### src/design/cpu_macros.svh
`ifndef CPU_MACROS_SVH
`define CPU_MACROS_SVH

`define WORD_W   16
`define NUM_REGS 4

`define OP_BNE   4'd0
`define OP_BEQ   4'd1
`define OP_BGZ   4'd2
`define OP_BLZ   4'd3
`define OP_ADI   4'd4
`define OP_ORI   4'd5
`define OP_LHI   4'd6
`define OP_LWD   4'd7
`define OP_SWD   4'd8
`define OP_JMP   4'd9
`define OP_JAL   4'd10
`define OP_RTYPE 4'd15 // alu ops, jpr, jrl, wwd, hlt

`define FN_ADD 6'd0
`define FN_SUB 6'd1
`define FN_AND 6'd2
`define FN_ORR 6'd3
`define FN_NOT 6'd4
`define FN_TCP 6'd5
`define FN_SHL 6'd6
`define FN_SHR 6'd7
`define FN_JPR 6'd25
`define FN_JRL 6'd26
`define FN_WWD 6'd28
`define FN_HLT 6'd29

`define ALUOP_ADD  2'b00
`define ALUOP_FUNC 2'b10 // decode by func code
`define ALUOP_OPC  2'b11 // decode by opcode

`endif

### src/design/cpu_pkg.sv
`default_nettype none
`include "cpu_macros.svh"

package cpu_pkg;
	typedef logic [`WORD_W-1:0] word_t;
	typedef logic [3:0] opcode_t;
	typedef logic [5:0] func_t;
	typedef logic [$clog2(`NUM_REGS)-1:0] reg_addr_t;
	typedef logic [7:0] imm_t;
	typedef logic [1:0] pc_src_t; // 0 alu result, 1 alu_out reg, 2 jump target, 3 rs
	typedef logic [1:0] alu_b_t;  // 0 reg B, 1 constant one, 2 extended imm

	typedef enum logic [3:0] {
		st_if, st_id,
		st_memad, st_memr, st_memw, st_wbm,
		st_exr, st_exi, st_wba,
		st_br, st_j, st_jl,
		st_wwd, st_hlt
	} ctrl_state_t;
endpackage

`default_nettype wire

### src/design/control_unit.sv
`timescale 1ns/1ps
`default_nettype none
`include "cpu_macros.svh"

module control_unit import cpu_pkg::*; (
	input wire clk,
	input wire reset_n,
	input wire opcode_t i_opcode,
	input wire func_t i_func_code,
	output logic o_pc_write,
	output logic o_pc_write_cond,
	output logic o_i_or_d,
	output logic o_mem_read,
	output logic o_mem_write,
	output logic o_ir_write,
	output logic o_mem_to_reg,
	output logic o_pc_to_reg,
	output logic o_reg_write,
	output logic o_alu_src_a,
	output alu_b_t o_alu_src_b,
	output logic [1:0] o_alu_op,
	output pc_src_t o_pc_src,
	output logic o_wwd,
	output logic o_new_inst,
	output logic o_halt,
	output word_t o_num_inst
);
	ctrl_state_t state, next_state;
	logic is_rtype;
	pc_src_t jump_src;

	assign is_rtype = (i_opcode == `OP_RTYPE);
	assign jump_src = is_rtype ? 2'd3 : 2'd2; // jpr/jrl take rs

	always_ff @(posedge clk) begin
		if (!reset_n) begin
			state <= st_if;
			o_num_inst <= '0;
		end else begin
			state <= next_state;
			if (o_new_inst)
				o_num_inst <= o_num_inst + 1'b1;
		end
	end

	always_comb begin
		next_state = st_if;
		case (state)
			st_if: next_state = st_id;
			st_id: begin
				if (i_opcode == `OP_JAL || (is_rtype && i_func_code == `FN_JRL))
					next_state = st_jl;
				else if (i_opcode == `OP_JMP || (is_rtype && i_func_code == `FN_JPR))
					next_state = st_j;
				else if (i_opcode == `OP_BNE || i_opcode == `OP_BEQ ||
						i_opcode == `OP_BGZ || i_opcode == `OP_BLZ)
					next_state = st_br;
				else if (i_opcode == `OP_ADI || i_opcode == `OP_ORI || i_opcode == `OP_LHI)
					next_state = st_exi;
				else if (is_rtype && i_func_code == `FN_WWD)
					next_state = st_wwd;
				else if (is_rtype && i_func_code == `FN_HLT)
					next_state = st_hlt;
				else if (i_opcode == `OP_LWD || i_opcode == `OP_SWD)
					next_state = st_memad;
				else
					next_state = st_exr; // everything else runs as r-type alu
			end
			st_memad: next_state = (i_opcode == `OP_LWD) ? st_memr : st_memw;
			st_memr: next_state = st_wbm;
			st_exr, st_exi: next_state = st_wba;
			st_hlt: next_state = st_hlt; // only reset leaves
			default: next_state = st_if;
		endcase
	end

	always_comb begin
		o_pc_write = 1'b0;
		o_pc_write_cond = 1'b0;
		o_i_or_d = 1'b0;
		o_mem_read = 1'b0;
		o_mem_write = 1'b0;
		o_ir_write = 1'b0;
		o_mem_to_reg = 1'b0;
		o_pc_to_reg = 1'b0;
		o_reg_write = 1'b0;
		o_alu_src_a = 1'b0;
		o_alu_src_b = 2'd0;
		o_alu_op = `ALUOP_ADD;
		o_pc_src = 2'd0;
		o_wwd = 1'b0;
		o_new_inst = 1'b0;
		o_halt = 1'b0;
		case (state)
			st_if: begin
				o_mem_read = 1'b1;
				o_ir_write = 1'b1;
				o_pc_write = 1'b1;
				o_alu_src_b = 2'd1; // pc + 1
			end
			st_id: o_alu_src_b = 2'd2; // branch target into alu_out
			st_memad: begin
				o_alu_src_a = 1'b1;
				o_alu_src_b = 2'd2;
			end
			st_memr: begin
				o_i_or_d = 1'b1;
				o_mem_read = 1'b1;
			end
			st_memw: begin
				o_i_or_d = 1'b1;
				o_mem_write = 1'b1;
				o_new_inst = 1'b1;
			end
			st_wbm: begin
				o_mem_to_reg = 1'b1;
				o_reg_write = 1'b1;
				o_new_inst = 1'b1;
			end
			st_exr: begin
				o_alu_src_a = 1'b1;
				o_alu_op = `ALUOP_FUNC;
			end
			st_exi: begin
				o_alu_src_a = 1'b1;
				o_alu_src_b = 2'd2;
				o_alu_op = `ALUOP_OPC;
			end
			st_wba: begin
				o_reg_write = 1'b1;
				o_new_inst = 1'b1;
			end
			st_br: begin
				o_pc_write_cond = 1'b1;
				o_pc_src = 2'd1; // target computed in id
				o_alu_src_a = 1'b1;
				o_alu_op = `ALUOP_OPC;
				o_new_inst = 1'b1;
			end
			st_j: begin
				o_pc_write = 1'b1;
				o_pc_src = jump_src;
				o_new_inst = 1'b1;
			end
			st_jl: begin
				o_pc_write = 1'b1;
				o_pc_src = jump_src;
				o_pc_to_reg = 1'b1; // link into r2
				o_reg_write = 1'b1;
				o_new_inst = 1'b1;
			end
			st_wwd: begin
				o_wwd = 1'b1;
				o_new_inst = 1'b1;
			end
			st_hlt: o_halt = 1'b1; // hlt itself is not counted
			default: ;
		endcase
	end
endmodule

`default_nettype wire

### src/design/alu.sv
`timescale 1ns/1ps
`default_nettype none
`include "cpu_macros.svh"

module alu import cpu_pkg::*; (
	input wire [1:0] i_alu_op,
	input wire opcode_t i_opcode,
	input wire func_t i_func_code,
	input wire word_t i_a,
	input wire word_t i_b,
	output word_t o_result,
	output logic o_bcond
);
	always_comb begin
		o_result = i_a + i_b;
		case (i_alu_op)
			`ALUOP_FUNC: begin
				case (i_func_code)
					`FN_SUB: o_result = i_a - i_b;
					`FN_AND: o_result = i_a & i_b;
					`FN_ORR: o_result = i_a | i_b;
					`FN_NOT: o_result = ~i_a;
					`FN_TCP: o_result = ~i_a + 1'b1;
					`FN_SHL: o_result = i_a << 1;
					`FN_SHR: o_result = word_t'($signed(i_a) >>> 1); // arithmetic
					default: o_result = i_a + i_b;
				endcase
			end
			`ALUOP_OPC: begin
				case (i_opcode)
					`OP_ADI: o_result = i_a + i_b;
					`OP_ORI: o_result = i_a | i_b;
					`OP_LHI: o_result = i_b << 8;
					default: o_result = i_a - i_b; // branch compare
				endcase
			end
			default: o_result = i_a + i_b;
		endcase
	end

	// condition only matters while pc_write_cond is set
	always_comb begin
		case (i_opcode)
			`OP_BNE: o_bcond = (i_a != i_b);
			`OP_BEQ: o_bcond = (i_a == i_b);
			`OP_BGZ: o_bcond = !i_a[`WORD_W-1] && (i_a != '0);
			`OP_BLZ: o_bcond = i_a[`WORD_W-1];
			default: o_bcond = 1'b0;
		endcase
	end
endmodule

`default_nettype wire

### src/design/register_file.sv
`timescale 1ns/1ps
`default_nettype none
`include "cpu_macros.svh"

module register_file import cpu_pkg::*; (
	input wire clk,
	input wire reset_n,
	input wire reg_addr_t i_rs,
	input wire reg_addr_t i_rt,
	input wire reg_addr_t i_rd,
	input wire i_write,
	input wire word_t i_wdata,
	output word_t o_rs_data,
	output word_t o_rt_data
);
	word_t regs [`NUM_REGS];

	always_ff @(posedge clk) begin
		if (!reset_n) begin
			for (int i = 0; i < `NUM_REGS; i++)
				regs[i] <= '0;
		end else if (i_write) begin
			regs[i_rd] <= i_wdata;
		end
	end

	assign o_rs_data = regs[i_rs];
	assign o_rt_data = regs[i_rt];
endmodule

`default_nettype wire

### src/design/datapath.sv
`timescale 1ns/1ps
`default_nettype none
`include "cpu_macros.svh"

module datapath import cpu_pkg::*; (
	input wire clk,
	input wire reset_n,
	input wire i_pc_write,
	input wire i_pc_write_cond,
	input wire i_i_or_d,
	input wire i_mem_read,
	input wire i_mem_write,
	input wire i_ir_write,
	input wire i_mem_to_reg,
	input wire i_pc_to_reg,
	input wire i_reg_write,
	input wire i_alu_src_a,
	input wire alu_b_t i_alu_src_b,
	input wire [1:0] i_alu_op,
	input wire pc_src_t i_pc_src,
	input wire i_wwd,
	input wire i_new_inst,
	input wire i_halt,
	input wire word_t i_mem_rdata,
	output opcode_t o_opcode,
	output func_t o_func_code,
	output word_t o_mem_addr,
	output word_t o_mem_wdata,
	output logic o_mem_read,
	output logic o_mem_write,
	output word_t o_output_port
);
	word_t pc, ir, mdr, a_q, b_q, alu_out_q;
	word_t rs_data, rt_data, alu_a, alu_b, alu_result, imm_ext, pc_next, reg_wdata;
	reg_addr_t rs_addr, rt_addr, wr_addr;
	imm_t imm;
	logic bcond;

	assign o_opcode = ir[15:12];
	assign o_func_code = ir[5:0];
	assign rs_addr = ir[11:10];
	assign rt_addr = ir[9:8];
	assign imm = ir[7:0];
	// ori and lhi use the immediate unsigned
	assign imm_ext = (o_opcode == `OP_ORI || o_opcode == `OP_LHI) ?
			word_t'(imm) : word_t'($signed(imm));

	assign alu_a = i_alu_src_a ? a_q : pc;
	always_comb begin
		case (i_alu_src_b)
			2'd1: alu_b = word_t'(1);
			2'd2: alu_b = imm_ext;
			default: alu_b = b_q;
		endcase
		case (i_pc_src)
			2'd1: pc_next = alu_out_q;
			2'd2: pc_next = {pc[`WORD_W-1:12], ir[11:0]};
			2'd3: pc_next = a_q;
			default: pc_next = alu_result;
		endcase
	end

	// links go to r2, r-type writes rd, the rest rt
	assign wr_addr = i_pc_to_reg ? reg_addr_t'(2) :
			(o_opcode == `OP_RTYPE) ? ir[7:6] : rt_addr;
	assign reg_wdata = i_pc_to_reg ? pc : i_mem_to_reg ? mdr : alu_out_q;

	assign o_mem_addr = i_i_or_d ? alu_out_q : pc;
	assign o_mem_wdata = b_q;
	assign o_mem_read = i_mem_read;
	assign o_mem_write = i_mem_write;

	always_ff @(posedge clk) begin
		if (!reset_n) begin
			pc <= '0;
			o_output_port <= '0;
		end else begin
			if (i_pc_write || (i_pc_write_cond && bcond))
				pc <= pc_next;
			if (i_wwd)
				o_output_port <= a_q;
		end
	end

	always_ff @(posedge clk) begin
		if (i_ir_write)
			ir <= i_mem_rdata;
		if (i_mem_read)
			mdr <= i_mem_rdata;
		alu_out_q <= alu_result;
		if (!(i_new_inst || i_halt)) begin // operands hold at retire and halt
			a_q <= rs_data;
			b_q <= rt_data;
		end
	end

	register_file u_register_file (
		.clk(clk),
		.reset_n(reset_n),
		.i_rs(rs_addr),
		.i_rt(rt_addr),
		.i_rd(wr_addr),
		.i_write(i_reg_write),
		.i_wdata(reg_wdata),
		.o_rs_data(rs_data),
		.o_rt_data(rt_data)
	);

	alu u_alu (
		.i_alu_op(i_alu_op),
		.i_opcode(o_opcode),
		.i_func_code(o_func_code),
		.i_a(alu_a),
		.i_b(alu_b),
		.o_result(alu_result),
		.o_bcond(bcond)
	);
endmodule

`default_nettype wire

### src/design/cpu.sv
`timescale 1ns/1ps
`default_nettype none

module cpu import cpu_pkg::*; (
	input wire clk,
	input wire reset_n,
	input wire word_t i_mem_rdata,
	output word_t o_mem_addr,
	output word_t o_mem_wdata,
	output logic o_mem_read,
	output logic o_mem_write,
	output word_t o_output_port,
	output word_t o_num_inst,
	output logic o_halted
);
	opcode_t opcode;
	func_t func_code;
	logic pc_write, pc_write_cond, i_or_d, mem_read, mem_write, ir_write;
	logic mem_to_reg, pc_to_reg, reg_write, alu_src_a, wwd, new_inst, halt;
	alu_b_t alu_src_b;
	logic [1:0] alu_op;
	pc_src_t pc_src;

	assign o_halted = halt;

	control_unit u_control_unit (
		.clk(clk),
		.reset_n(reset_n),
		.i_opcode(opcode),
		.i_func_code(func_code),
		.o_pc_write(pc_write),
		.o_pc_write_cond(pc_write_cond),
		.o_i_or_d(i_or_d),
		.o_mem_read(mem_read),
		.o_mem_write(mem_write),
		.o_ir_write(ir_write),
		.o_mem_to_reg(mem_to_reg),
		.o_pc_to_reg(pc_to_reg),
		.o_reg_write(reg_write),
		.o_alu_src_a(alu_src_a),
		.o_alu_src_b(alu_src_b),
		.o_alu_op(alu_op),
		.o_pc_src(pc_src),
		.o_wwd(wwd),
		.o_new_inst(new_inst),
		.o_halt(halt),
		.o_num_inst(o_num_inst)
	);

	datapath u_datapath (
		.clk(clk),
		.reset_n(reset_n),
		.i_pc_write(pc_write),
		.i_pc_write_cond(pc_write_cond),
		.i_i_or_d(i_or_d),
		.i_mem_read(mem_read),
		.i_mem_write(mem_write),
		.i_ir_write(ir_write),
		.i_mem_to_reg(mem_to_reg),
		.i_pc_to_reg(pc_to_reg),
		.i_reg_write(reg_write),
		.i_alu_src_a(alu_src_a),
		.i_alu_src_b(alu_src_b),
		.i_alu_op(alu_op),
		.i_pc_src(pc_src),
		.i_wwd(wwd),
		.i_new_inst(new_inst),
		.i_halt(halt),
		.i_mem_rdata(i_mem_rdata),
		.o_opcode(opcode),
		.o_func_code(func_code),
		.o_mem_addr(o_mem_addr),
		.o_mem_wdata(o_mem_wdata),
		.o_mem_read(o_mem_read),
		.o_mem_write(o_mem_write),
		.o_output_port(o_output_port)
	);
endmodule

`default_nettype wire

### config.mk
export PLATFORM = sky130hd
export DESIGN_NAME = cpu
export DESIGN_NICKNAME = d
export VERILOG_FILES = /design/src/design/cpu_pkg.sv /design/src/design/control_unit.sv /design/src/design/alu.sv /design/src/design/register_file.sv /design/src/design/datapath.sv /design/src/design/cpu.sv
export VERILOG_INCLUDE_DIRS = /design/src /design/src/design
export SDC_FILE = /design/constraint.sdc
export NUM_CORES = 1
export LEC_CHECK = 0
export BUFFER_PORTS_ARGS = -buffer_cell sky130_fd_sc_hd__buf_2
export CAP_MARGIN = 25
export CELL_PAD_IN_SITES_DETAIL_PLACEMENT = 0
export CELL_PAD_IN_SITES_GLOBAL_PLACEMENT = 1
export CORE_MARGIN = 5
export CORE_UTILIZATION = 44
export CTS_CLUSTER_DIAMETER = 200
export CTS_CLUSTER_SIZE = 30
export DETAILED_ROUTE_END_ITERATION = 10
export PLACE_DENSITY = 0.87
export SETUP_SLACK_MARGIN = 0.3
export SYNTH_ARGS = -nofsm -noshare
export SYNTH_HDL_FRONTEND = slang
export SYNTH_SLANG_ARGS = --single-unit
### constraint.sdc
create_clock -name clk -period 4.59 [get_ports clk]
set_clock_uncertainty 0.2 [all_clocks]
set_input_delay 0.918 -clock clk [delete_from_list [all_inputs] [get_ports clk]]
set_output_delay 0.918 -clock clk [all_outputs]
set_load 0.02 [all_outputs]
==> results of run 1 <==
[metrics by stage]
| step | instances | utilization [%] | instance area, µm² |
|---|---|---|---|
| after global routing | 1974 | 57.5 | 16600 |
| after floorplan | 1362 | - | 13000 |
| after CTS | 1955 | 55.0 | 15900 |
| after global placement | 1901 | 51.0 | 14700 |
| after detailed placement | 1901 | 51.0 | 14700 |
| final | 1974 | 57.5 | 16600 |
[cell usage in the layout, fill, tap and decap left out, types with 33 or more instances in the layout]
cell type	Yosys	routed
a21oi_1	88	79
edfxtp_1	128	128
ha_1	52	33
dfxtp_1	68	66
inv_1	58	51
nand2_1	166	159
buf_4	1	173
nor2_1	143	135
mux4_2	33	33
buf_2	4	84
o21ai_0	75	60
[cell usage after synthesis, drive strengths merged (10+ instances only)]
library cell / number / area share (%)
clkbuf: 65 / 1.9
nor2b: 19 / 0.92
xor2: 16 / 1.1
o211ai: 17 / 0.99
inv: 67 / 1.9
ha: 52 / 5.0
a221oi: 14 / 0.95
or2: 19 / 0.92
o22ai: 13 / 0.63
mux2: 32 / 3.0
a21oi: 89 / 3.5
nand2: 166 / 4.8
a31oi: 10 / 0.48
buf: 15 / 0.75
nor3: 30 / 1.2
o21a: 11 / 0.64
nand2b: 13 / 0.65
a22oi: 11 / 0.64
mux2i: 36 / 2.9
xnor2: 27 / 1.8
mux4: 33 / 5.8
dfxtp: 68 / 11
a2111oi: 10 / 0.84
a211oi: 16 / 0.93
nor2: 145 / 4.3
nand3: 27 / 1.1
edfxtp: 128 / 30
o21ai: 77 / 3.1
[how the worst min path moves through the flow]
stage                                              end  depth (start not counted)
after floorplan                      u_datapath.pc[13]                          2
after global placement    u_datapath.o_output_port[10]                          2
after detailed placement   u_datapath.o_output_port[1]                          2
after CTS                  u_datapath.o_output_port[1]                          2
after global routing       u_datapath.o_output_port[9]                          2
final                      u_datapath.o_output_port[1]                          2
[state kept, by name (all words and copies together), names as in the netlist]
register and cells:
u_datapath.u_register_file.regs 64, u_datapath.pc 16, u_datapath.mdr 16, u_datapath.ir 16, u_control_unit.o_num_inst 16, u_control_unit.state 4
u_datapath.o_output_port 16, u_datapath.alu_out_q 16, u_datapath.a_q 16, u_datapath.o_mem_wdata 16
[kinds of logic after synthesis]
kind of cell | synth area share, %
AND/OR/NAND/NOR | 16.5
XOR/XNOR | 2.91
buffers and inverters | 4.83
adder cells (fa/ha/maj) | 5.34
multiplexers | 11.7
flip-flops | 40.3
AO/OA/AOI/OAI | 18.5
[worst max-delay path, cell delays in order, from the launching register on]
cell	delay (ps)
dfxtp_4	370
buf_4	140
buf_8	120
and4bb_2	250
a21oi_4	150
buf_12	150
buf_12	140
mux2_4	350
buf_6	140
ha_4	170
nor2b_1	140
o211ai_1	220
o211ai_1	130
buf_4	170
buf_6	110
a221o_1	370
xnor2_2	200
buf_4	150
nand2_2	40
o21ai_1	110
o21ai_1	110
buf_4	170
a311oi_2	220
[repair_timing]
item / 4_1_cts / 5_1_grt
pin swaps: 31 / 45
setup buffers: 22 / 18
gates resized for setup: 73 / 113
gates cloned: 0 / 1
setup endpoints to repair: 26 / 26
[area by class of cell]
type / instances / area [µm²] / area share [%]
Timing Repair Buffer: 276 / 1990 / 12.0
Tap cell: 384 / 480 / 2.90
Clock buffer: 17 / 425 / 2.57
Clock inverter: 15 / 225 / 1.36
Multi-Input combinational cell: 1012 / 7950 / 47.9
Sequential cell: 196 / 5210 / 31.4
Inverter: 74 / 297 / 1.79
[metal layers]
layer  global-route usage, %  part of all wire (%)
met1                    37.8                    40
met2                    46.1                    46
met3                    4.60                   8.7
met4                    11.4                   5.1
met5                       0                     0
==> impl_metrics.yaml, run 1 <==
synthesis:
  syn_nets: 1434
  yosys_warnings: 0
  ys.flop_type: "edfxtp_1"
  ys_seq_area_share_pct: 40.3
  syn_area_um2: 12900
  synth_cell_types: 88
  synth_edf_count: 128
  synth.ff_latch_count: 196
  async_flop_share_pct: 0
  syn_inst: 1362
  synth_area_per_cell_um2: 9.49
drt:
  final_antenna_net_count: 0
  vias: 12200
  postRouteWirelength_mm: 48.5
  drtIter0Drc: 1430
  wl_per_cell_um: 24.6
  vias_per_cell: 6.19
  drt_drc_violations_left: 0
  firstDrtPassIters: 6
sta:
  slew_headroom_pct: 32.2
  fmax_mhz: 226
  timing.final.ws_setup_ps: 172
  hold-worst-slack_ps: 260
  finalHoldViolations: 0
  grt_setup_unrepaired: "true"
  drv_slew: 0
  tns_ps: 0
  worst_pin_slew_ps: 1010
  period_share_pct: 96.3
  setup_viol: 0
  fin_crit_ps: 4420
worst_setup_path:
  crit_arrival_ps: 4560
  reg2reg_setup_slack_ps: 170
  worst_setup_path_end_kind: "flip-flop"
  r2r_cells: 22
  critical_path.max_fanout: 7
  crit_start: "u_control_unit.state[0]"
  endpoint: "u_datapath.pc[14]"
  critPathKind: "flip-flop to flip-flop"
  r2r-start: "u_control_unit.state[0]"
  r2r_end: "u_datapath.pc[14]"
  critPathLaunchType: "flip-flop"
  cp.required_ps: 4730
floorplan:
  start_util_pct: 44.8
  ios: 85
  die_x_um: 181
  die_y_um: 181
  num_rows: 62
  coreArea_um2: 28900
  die_area_um2: 32900
grt:
  antenna_found_initial: 0
  first_global_vias: 11700
  grt_max_degree: 35
  gr-total-overflow: 0
  grt_first_pass_wirelength_mm: 71.7
  grt_usage_pct: 28.3
place:
  port_buffers: 84
  dp_hpwl_mm: 35.5
  gp_congestion: 1.00
  pre_cts_ws_ps: -92.6
cts:
  clockBufferDepth: 2
  cts_root_buf: "clkbuf_16"
  clock_sinks: 196
  tritoncts.num_buffers: 17
  clk_pin_slew_worst_paths_ps: 80
  cts_hold_buf: 0
  cts_tree: "yes"
  clock_latency_ps: 460
  htreeDepth: 4
final_layout:
  fin_nets: 1649
  area_delta_synth_final_pct: 28.3
  drive_gt1_share_pct: 34.0
  antennaDiodeCount: 0
  fill_cells: 2544
min_path:
  worstHoldStart: "u_datapath.o_output_port[1]"
  min_path_type: "flip-flop to flip-flop"
status:
  status: "finished, final reports clean"
job:
  drv_cap: 0
Power of run 1 is left out: the tool's default activity adds up to more than one toggle a clock period on the data nets, which glitch-free logic cannot reach.
==> run 2, diff against run 1 <==
==> constraint.sdc (replaced) <==
create_clock -name clk -period 4.59 [get_ports clk]
set_clock_uncertainty 0.2 [all_clocks]
set_input_delay 0.459 -clock clk [delete_from_list [all_inputs] [get_ports clk]]
set_output_delay 0.459 -clock clk [all_outputs]
set_load 0.02 [all_outputs]
==> run 2 against run 1 <==
First-iteration DRC count is 3.5% lower. Setup slack better by 7.4 ps. Core utilization is 0.72 points lower. Sequential share of layout area is 0.41 points higher. Via count is 1.1% lower. Critical path type unchanged. Global-route usage is 0.26 points higher. Die area stayed put. Clock-buffer cell count is 1 higher. Largest cell class unchanged. Design area is 1.3% lower. Wire length hardly changed.
==> impl_metrics.yaml, run 2 (synthesized netlist as in run 1, its figures left out) <==
final_layout:
  area_delta_synth_final_pct: 26.7
  final_util_pct: 56.8
  drive_gt1_share_pct: 32.8
  fill_cells: 2484
  fin_nets: 1633
  largest_reg_flops: 64
  final_cell_mix: "nand2_1, buf_4, nor2_1"
  antennaDiodeCount: 0
  final_common_cell: "nand2_1"
  regMostFlops: "u_datapath.u_register_file.regs"
min_path:
  holdPathStages: 1
  min_to: "u_datapath.mdr[10]"
  min_path_type: "primary input to flip-flop"
  worstHoldStart: "i_mem_rdata[10]"
grt:
  first_global_vias: 11900
  use_met2_pct: 46.3
  met1_usage_pct: 37.7
  antenna_found_initial: 0
  grt_usage_pct: 28.5
  gr-total-overflow: 0
  top_usage_layer: "met2"
  use_met3_pct: 4.58
  grt_first_pass_wirelength_mm: 72.7
  grt_max_degree: 35
floorplan:
  die_y_um: 181
  start_util_pct: 44.8
  die_area_um2: 32900
  num_rows: 62
  coreArea_um2: 28900
  ios: 85
  die_x_um: 181
sta:
  finalHoldViolations: 0
  drv_slew: 0
  setup_viol: 0
  grt_setup_unrepaired: "true"
  slew_headroom_pct: 18.9
  fmax_mhz: 227
  period_share_pct: 96.1
  worst_pin_slew_ps: 1210
  fin_crit_ps: 4410
worst_setup_path:
  cp.required_ps: 4740
  r2r-start: "u_control_unit.state[1]"
  critical_path.max_fanout: 6
  worst_setup_path_end_kind: "flip-flop"
  critPathKind: "flip-flop to flip-flop"
  crit_arrival_ps: 4560
  reg2reg_setup_slack_ps: 180
  r2r_cells: 21
  critPathLaunchType: "flip-flop"
  r2r_end: "u_datapath.pc[14]"
cts:
  clockBufferDepth: 2
  cts_tree: "yes"
  clock_sinks: 196
  clk_pin_slew_worst_paths_ps: 80
  htreeDepth: 4
  cts_root_buf: "clkbuf_16"
  tritoncts.num_buffers: 17
  clock_latency_ps: 450
drt:
  firstDrtPassIters: 6
  drt_drc_violations_left: 0
  final_antenna_net_count: 0
  drtIter0Drc: 1380
  vias_per_cell: 6.17
  postRouteWirelength_mm: 48.5
  vias: 12100
  wl_per_cell_um: 24.8
status:
  status: "finished, final reports clean"
place:
  port_buffers: 84
  dp_hpwl_mm: 35.5
  gp_congestion: 1.00
job:
  drv_cap: 0
-- run 2: layout make-up --
type	count	area [µm²]	area share (%)
Multi-Input combinational cell	1012	7910	48.3
Sequential cell	196	5210	31.8
Timing Repair Buffer	260	1870	11.4
Tap cell	384	480	2.93
Clock buffer	18	429	2.62
Inverter	74	297	1.81
Clock inverter	14	178	1.08
-- run 2: how the worst max path moves through the flow --
stage,startpoint,endpoint,slack (ps),cells after the start
3_3_place_gp,u_control_unit.state[0],u_datapath.alu_out_q[11],-20,17
6_report,u_control_unit.state[1],u_datapath.pc[14],180,21
4_1_cts,u_control_unit.state[1],u_datapath.pc[12],280,19
3_5_place_dp,u_control_unit.state[1],u_datapath.pc[15],-140,19
2_1_floorplan,u_control_unit.state[3],u_datapath.pc[8],300,18
5_1_grt,u_control_unit.state[1],u_datapath.pc[6],70,20
-- run 2: worst max-delay path, stage by stage, from the launching register on --
cell	delay, ps
dfxtp_4	390
xor2_4	170
nor2_2	50
a211oi_2	250
buf_4	170
ha_4	220
buf_6	140
a22o_4	270
buf_6	130
fa_2	370
nor3_4	220
nor3_4	60
o211ai_1	310
buf_4	200
a221o_1	230
xnor2_2	160
buf_4	160
nand2_2	50
o21ai_2	100
o21ai_2	80
buf_4	150
a311oi_2	220
-- run 2: repair_timing --
item                                   CTS  global route
resized for setup                       78            92
gates cloned                             0             1
pin swaps                               36            52
hold buffers                             3             0
endpoints found under the hold margin    6             0
setup buffers                           12             9
setup endpoints to repair               27            24
-- run 2: metrics by stage --
stage	cell area (µm²)	std cells	setup WS, ps	setup TNS, ps	hold slack [ps]
4_1_cts	15800	1948	283	0	0.837
6_report	16400	1958	179	0	4.06
2_1_floorplan	13000	1362	300	0	284
3_5_place_dp	14700	1901	-139	-761	245
3_3_place_gp	14700	1901	-22.8	-29.5	243
5_1_grt	16400	1958	70.5	0	4.90
-- run 2: per-layer routing --
| layer | vias up | wire length [µm] | part of all wire [%] |
|---|---|---|---|
| met3 | 136 | 4380 | 9.0 |
| met4 | 0 | 2430 | 5.0 |
| met5 | - | 0 | 0 |
| met2 | 638 | 22800 | 47 |
| met1 | 5903 | 18900 | 39 |
| li1 | 5411 | - | - |
Power of run 2 is left out for the same reason.
==> run 3, diff against run 2 <==
CTS_CLUSTER_DIAMETER = 50   (was 200)
PLACE_DENSITY = not set   (was 0.87)
PLACE_DENSITY_LB_ADDON = 0.3   (was not set)
RECOVER_POWER = 50   (was not set)
==> run 3 against run 2 <==
The run now ends with max-capacitance violations, max-slew violations left. Die area did not move. Sequential share of layout area rose by 0.23 points. Non-clock buffer count rose by 13. Design area fell by 0.74%.
==> impl_metrics.yaml, run 3 (synthesized netlist as in run 1, its figures left out) <==
worst_setup_path:
  critPathKind: "flip-flop to flip-flop"
  r2r_cells: 20
  r2r-start: "u_control_unit.state[0]"
  slowest_delay_ps: 380
  cp.required_ps: 4720
  r2r_end: "u_datapath.pc[8]"
  reg2reg_setup_slack_ps: 210
  critPathLaunchType: "flip-flop"
  critical_path.max_fanout: 7
  worst_setup_path_end_kind: "flip-flop"
  crit_arrival_ps: 4510
  cp_cell_sequence: "buf_4 -> nor2_1 -> nand2_1 -> clkbuf_1 -> clkinvlp_4 -> ha_2 -> a21oi_2 -> o21ai_4 -> ha_2 -> fa_2 -> nor3_2 -> nor3_2 -> o211ai_1 -> buf_4 -> xnor2_2 -> o211ai_1 -> a31oi_1 -> o21bai_1 -> a211o_1 -> o311a_1"
  slowest_stage: "dfxtp_4"
sta:
  fmax_mhz: 228
  fin_crit_ps: 4380
  hold-worst-slack_ps: 37.9
  worst_pin_slew_ps: 2100
  setup_viol: 0
  period_share_pct: 95.4
  drv_slew: 51
  slew_headroom_pct: -40.1
  grt_setup_unrepaired: "true"
  finalHoldViolations: 0
drt:
  final_antenna_net_count: 0
  vias: 11900
  drt_drc_violations_left: 0
  firstDrtPassIters: 6
  wl_per_cell_um: 24.9
  vias_per_cell: 6.01
  postRouteWirelength_mm: 49.1
  drtIter0Drc: 1029
floorplan:
  die_area_um2: 32900
  die_y_um: 181
  start_util_pct: 44.8
  num_rows: 62
  die_x_um: 181
  ios: 85
  coreArea_um2: 28900
final_layout:
  regMostFlops: "u_datapath.u_register_file.regs"
  final_common_cell: "nand2_1"
  area_delta_synth_final_pct: 25.8
  final_cell_mix: "nand2_1, buf_4, nor2_1"
  drive_gt1_share_pct: 27.3
  fill_cells: 2651
  multi_input_area_um2: 7760
  seq_area_um2: 5210
  antennaDiodeCount: 0
  fin_nets: 1646
  largest_reg_flops: 64
cts:
  tritoncts.num_buffers: 17
  clock_latency_ps: 440
  clk_pin_slew_worst_paths_ps: 70
  cts_root_buf: "clkbuf_16"
  htreeDepth: 4
  clock_sinks: 196
  cts_tree: "yes"
  clockBufferDepth: 2
grt:
  grt_usage_pct: 28.8
  gr-total-overflow: 0
  first_global_vias: 11400
  grt_max_degree: 33
  antenna_found_initial: 0
  grt_first_pass_wirelength_mm: 72.2
status:
  violations: "max-capacitance violations, max-slew violations"
  status: "complete, but fails checks"
place:
  port_buffers: 84
  gp_congestion: 0.963
  dp_hpwl_mm: 36.9
job:
  drv_cap: 2
min_path:
  min_path_type: "primary input to flip-flop"
  min_to: "u_datapath.ir[9]"
  holdPathStages: 1
  worstHoldStart: "i_mem_rdata[9]"
run 3: layer usage:
layer	wire length (µm)	global-route usage [%]
met1	20500	39.0
met2	22600	46.3
met3	3580	4.56
met4	2400	12.2
met5	0	0
run 3: worst max path at each step:
stage,startpoint,end,slack [ps],cells past startpoint
2_1_floorplan,u_control_unit.state[3],u_datapath.pc[8],300,18
3_3_place_gp,u_control_unit.state[1],u_datapath.pc[11],-30,20
3_5_place_dp,u_control_unit.state[1],u_datapath.pc[11],-150,20
4_1_cts,u_control_unit.state[1],u_datapath.pc[14],270,20
5_1_grt,u_control_unit.state[0],u_datapath.pc[14],60,21
6_report,u_control_unit.state[0],u_datapath.pc[8],210,20
run 3: layout make-up:
cell class	instances	area share [%]
timing repair buffer	273	11.8
inverter	74	1.81
sequential	196	32.1
tap	384	2.96
clock buffer	24	3.17
clock inverter	8	0.516
multi-input combinational	1012	47.7
run 3: timing repair:
item,CTS,global route
buffers inserted,16,10
pin swaps,37,47
resized for setup,85,61
setup endpoints to repair,27,24
hold buffers,10,1
gates cloned,1,0
endpoints found under the hold margin,20,2
run 3: stage by stage:
step,std cells,setup WS [ps],TNS [ps],util [%],cell area (µm²)
after CTS,1959,267,0,55.4,16000
after global routing,1971,63.0,0,56.3,16300
final,1971,209,0,56.3,16300
after floorplan,1362,300,0,-,13000
after global placement,1900,-28.7,-67.3,50.9,14700
after detailed placement,1900,-150,-1200,50.9,14700
run 3: worst max-delay path: cells and delay by family, from the launching register on:
family	cells	cell delay [ps]
AO/OA/AOI/OAI	8	1590
XOR/XNOR	1	140
adder cells (fa/ha/maj)	3	760
buffers and inverters	4	730
flip-flops	1	380
AND/OR/NAND/NOR	4	460
Power of run 3 is left out for the same reason.
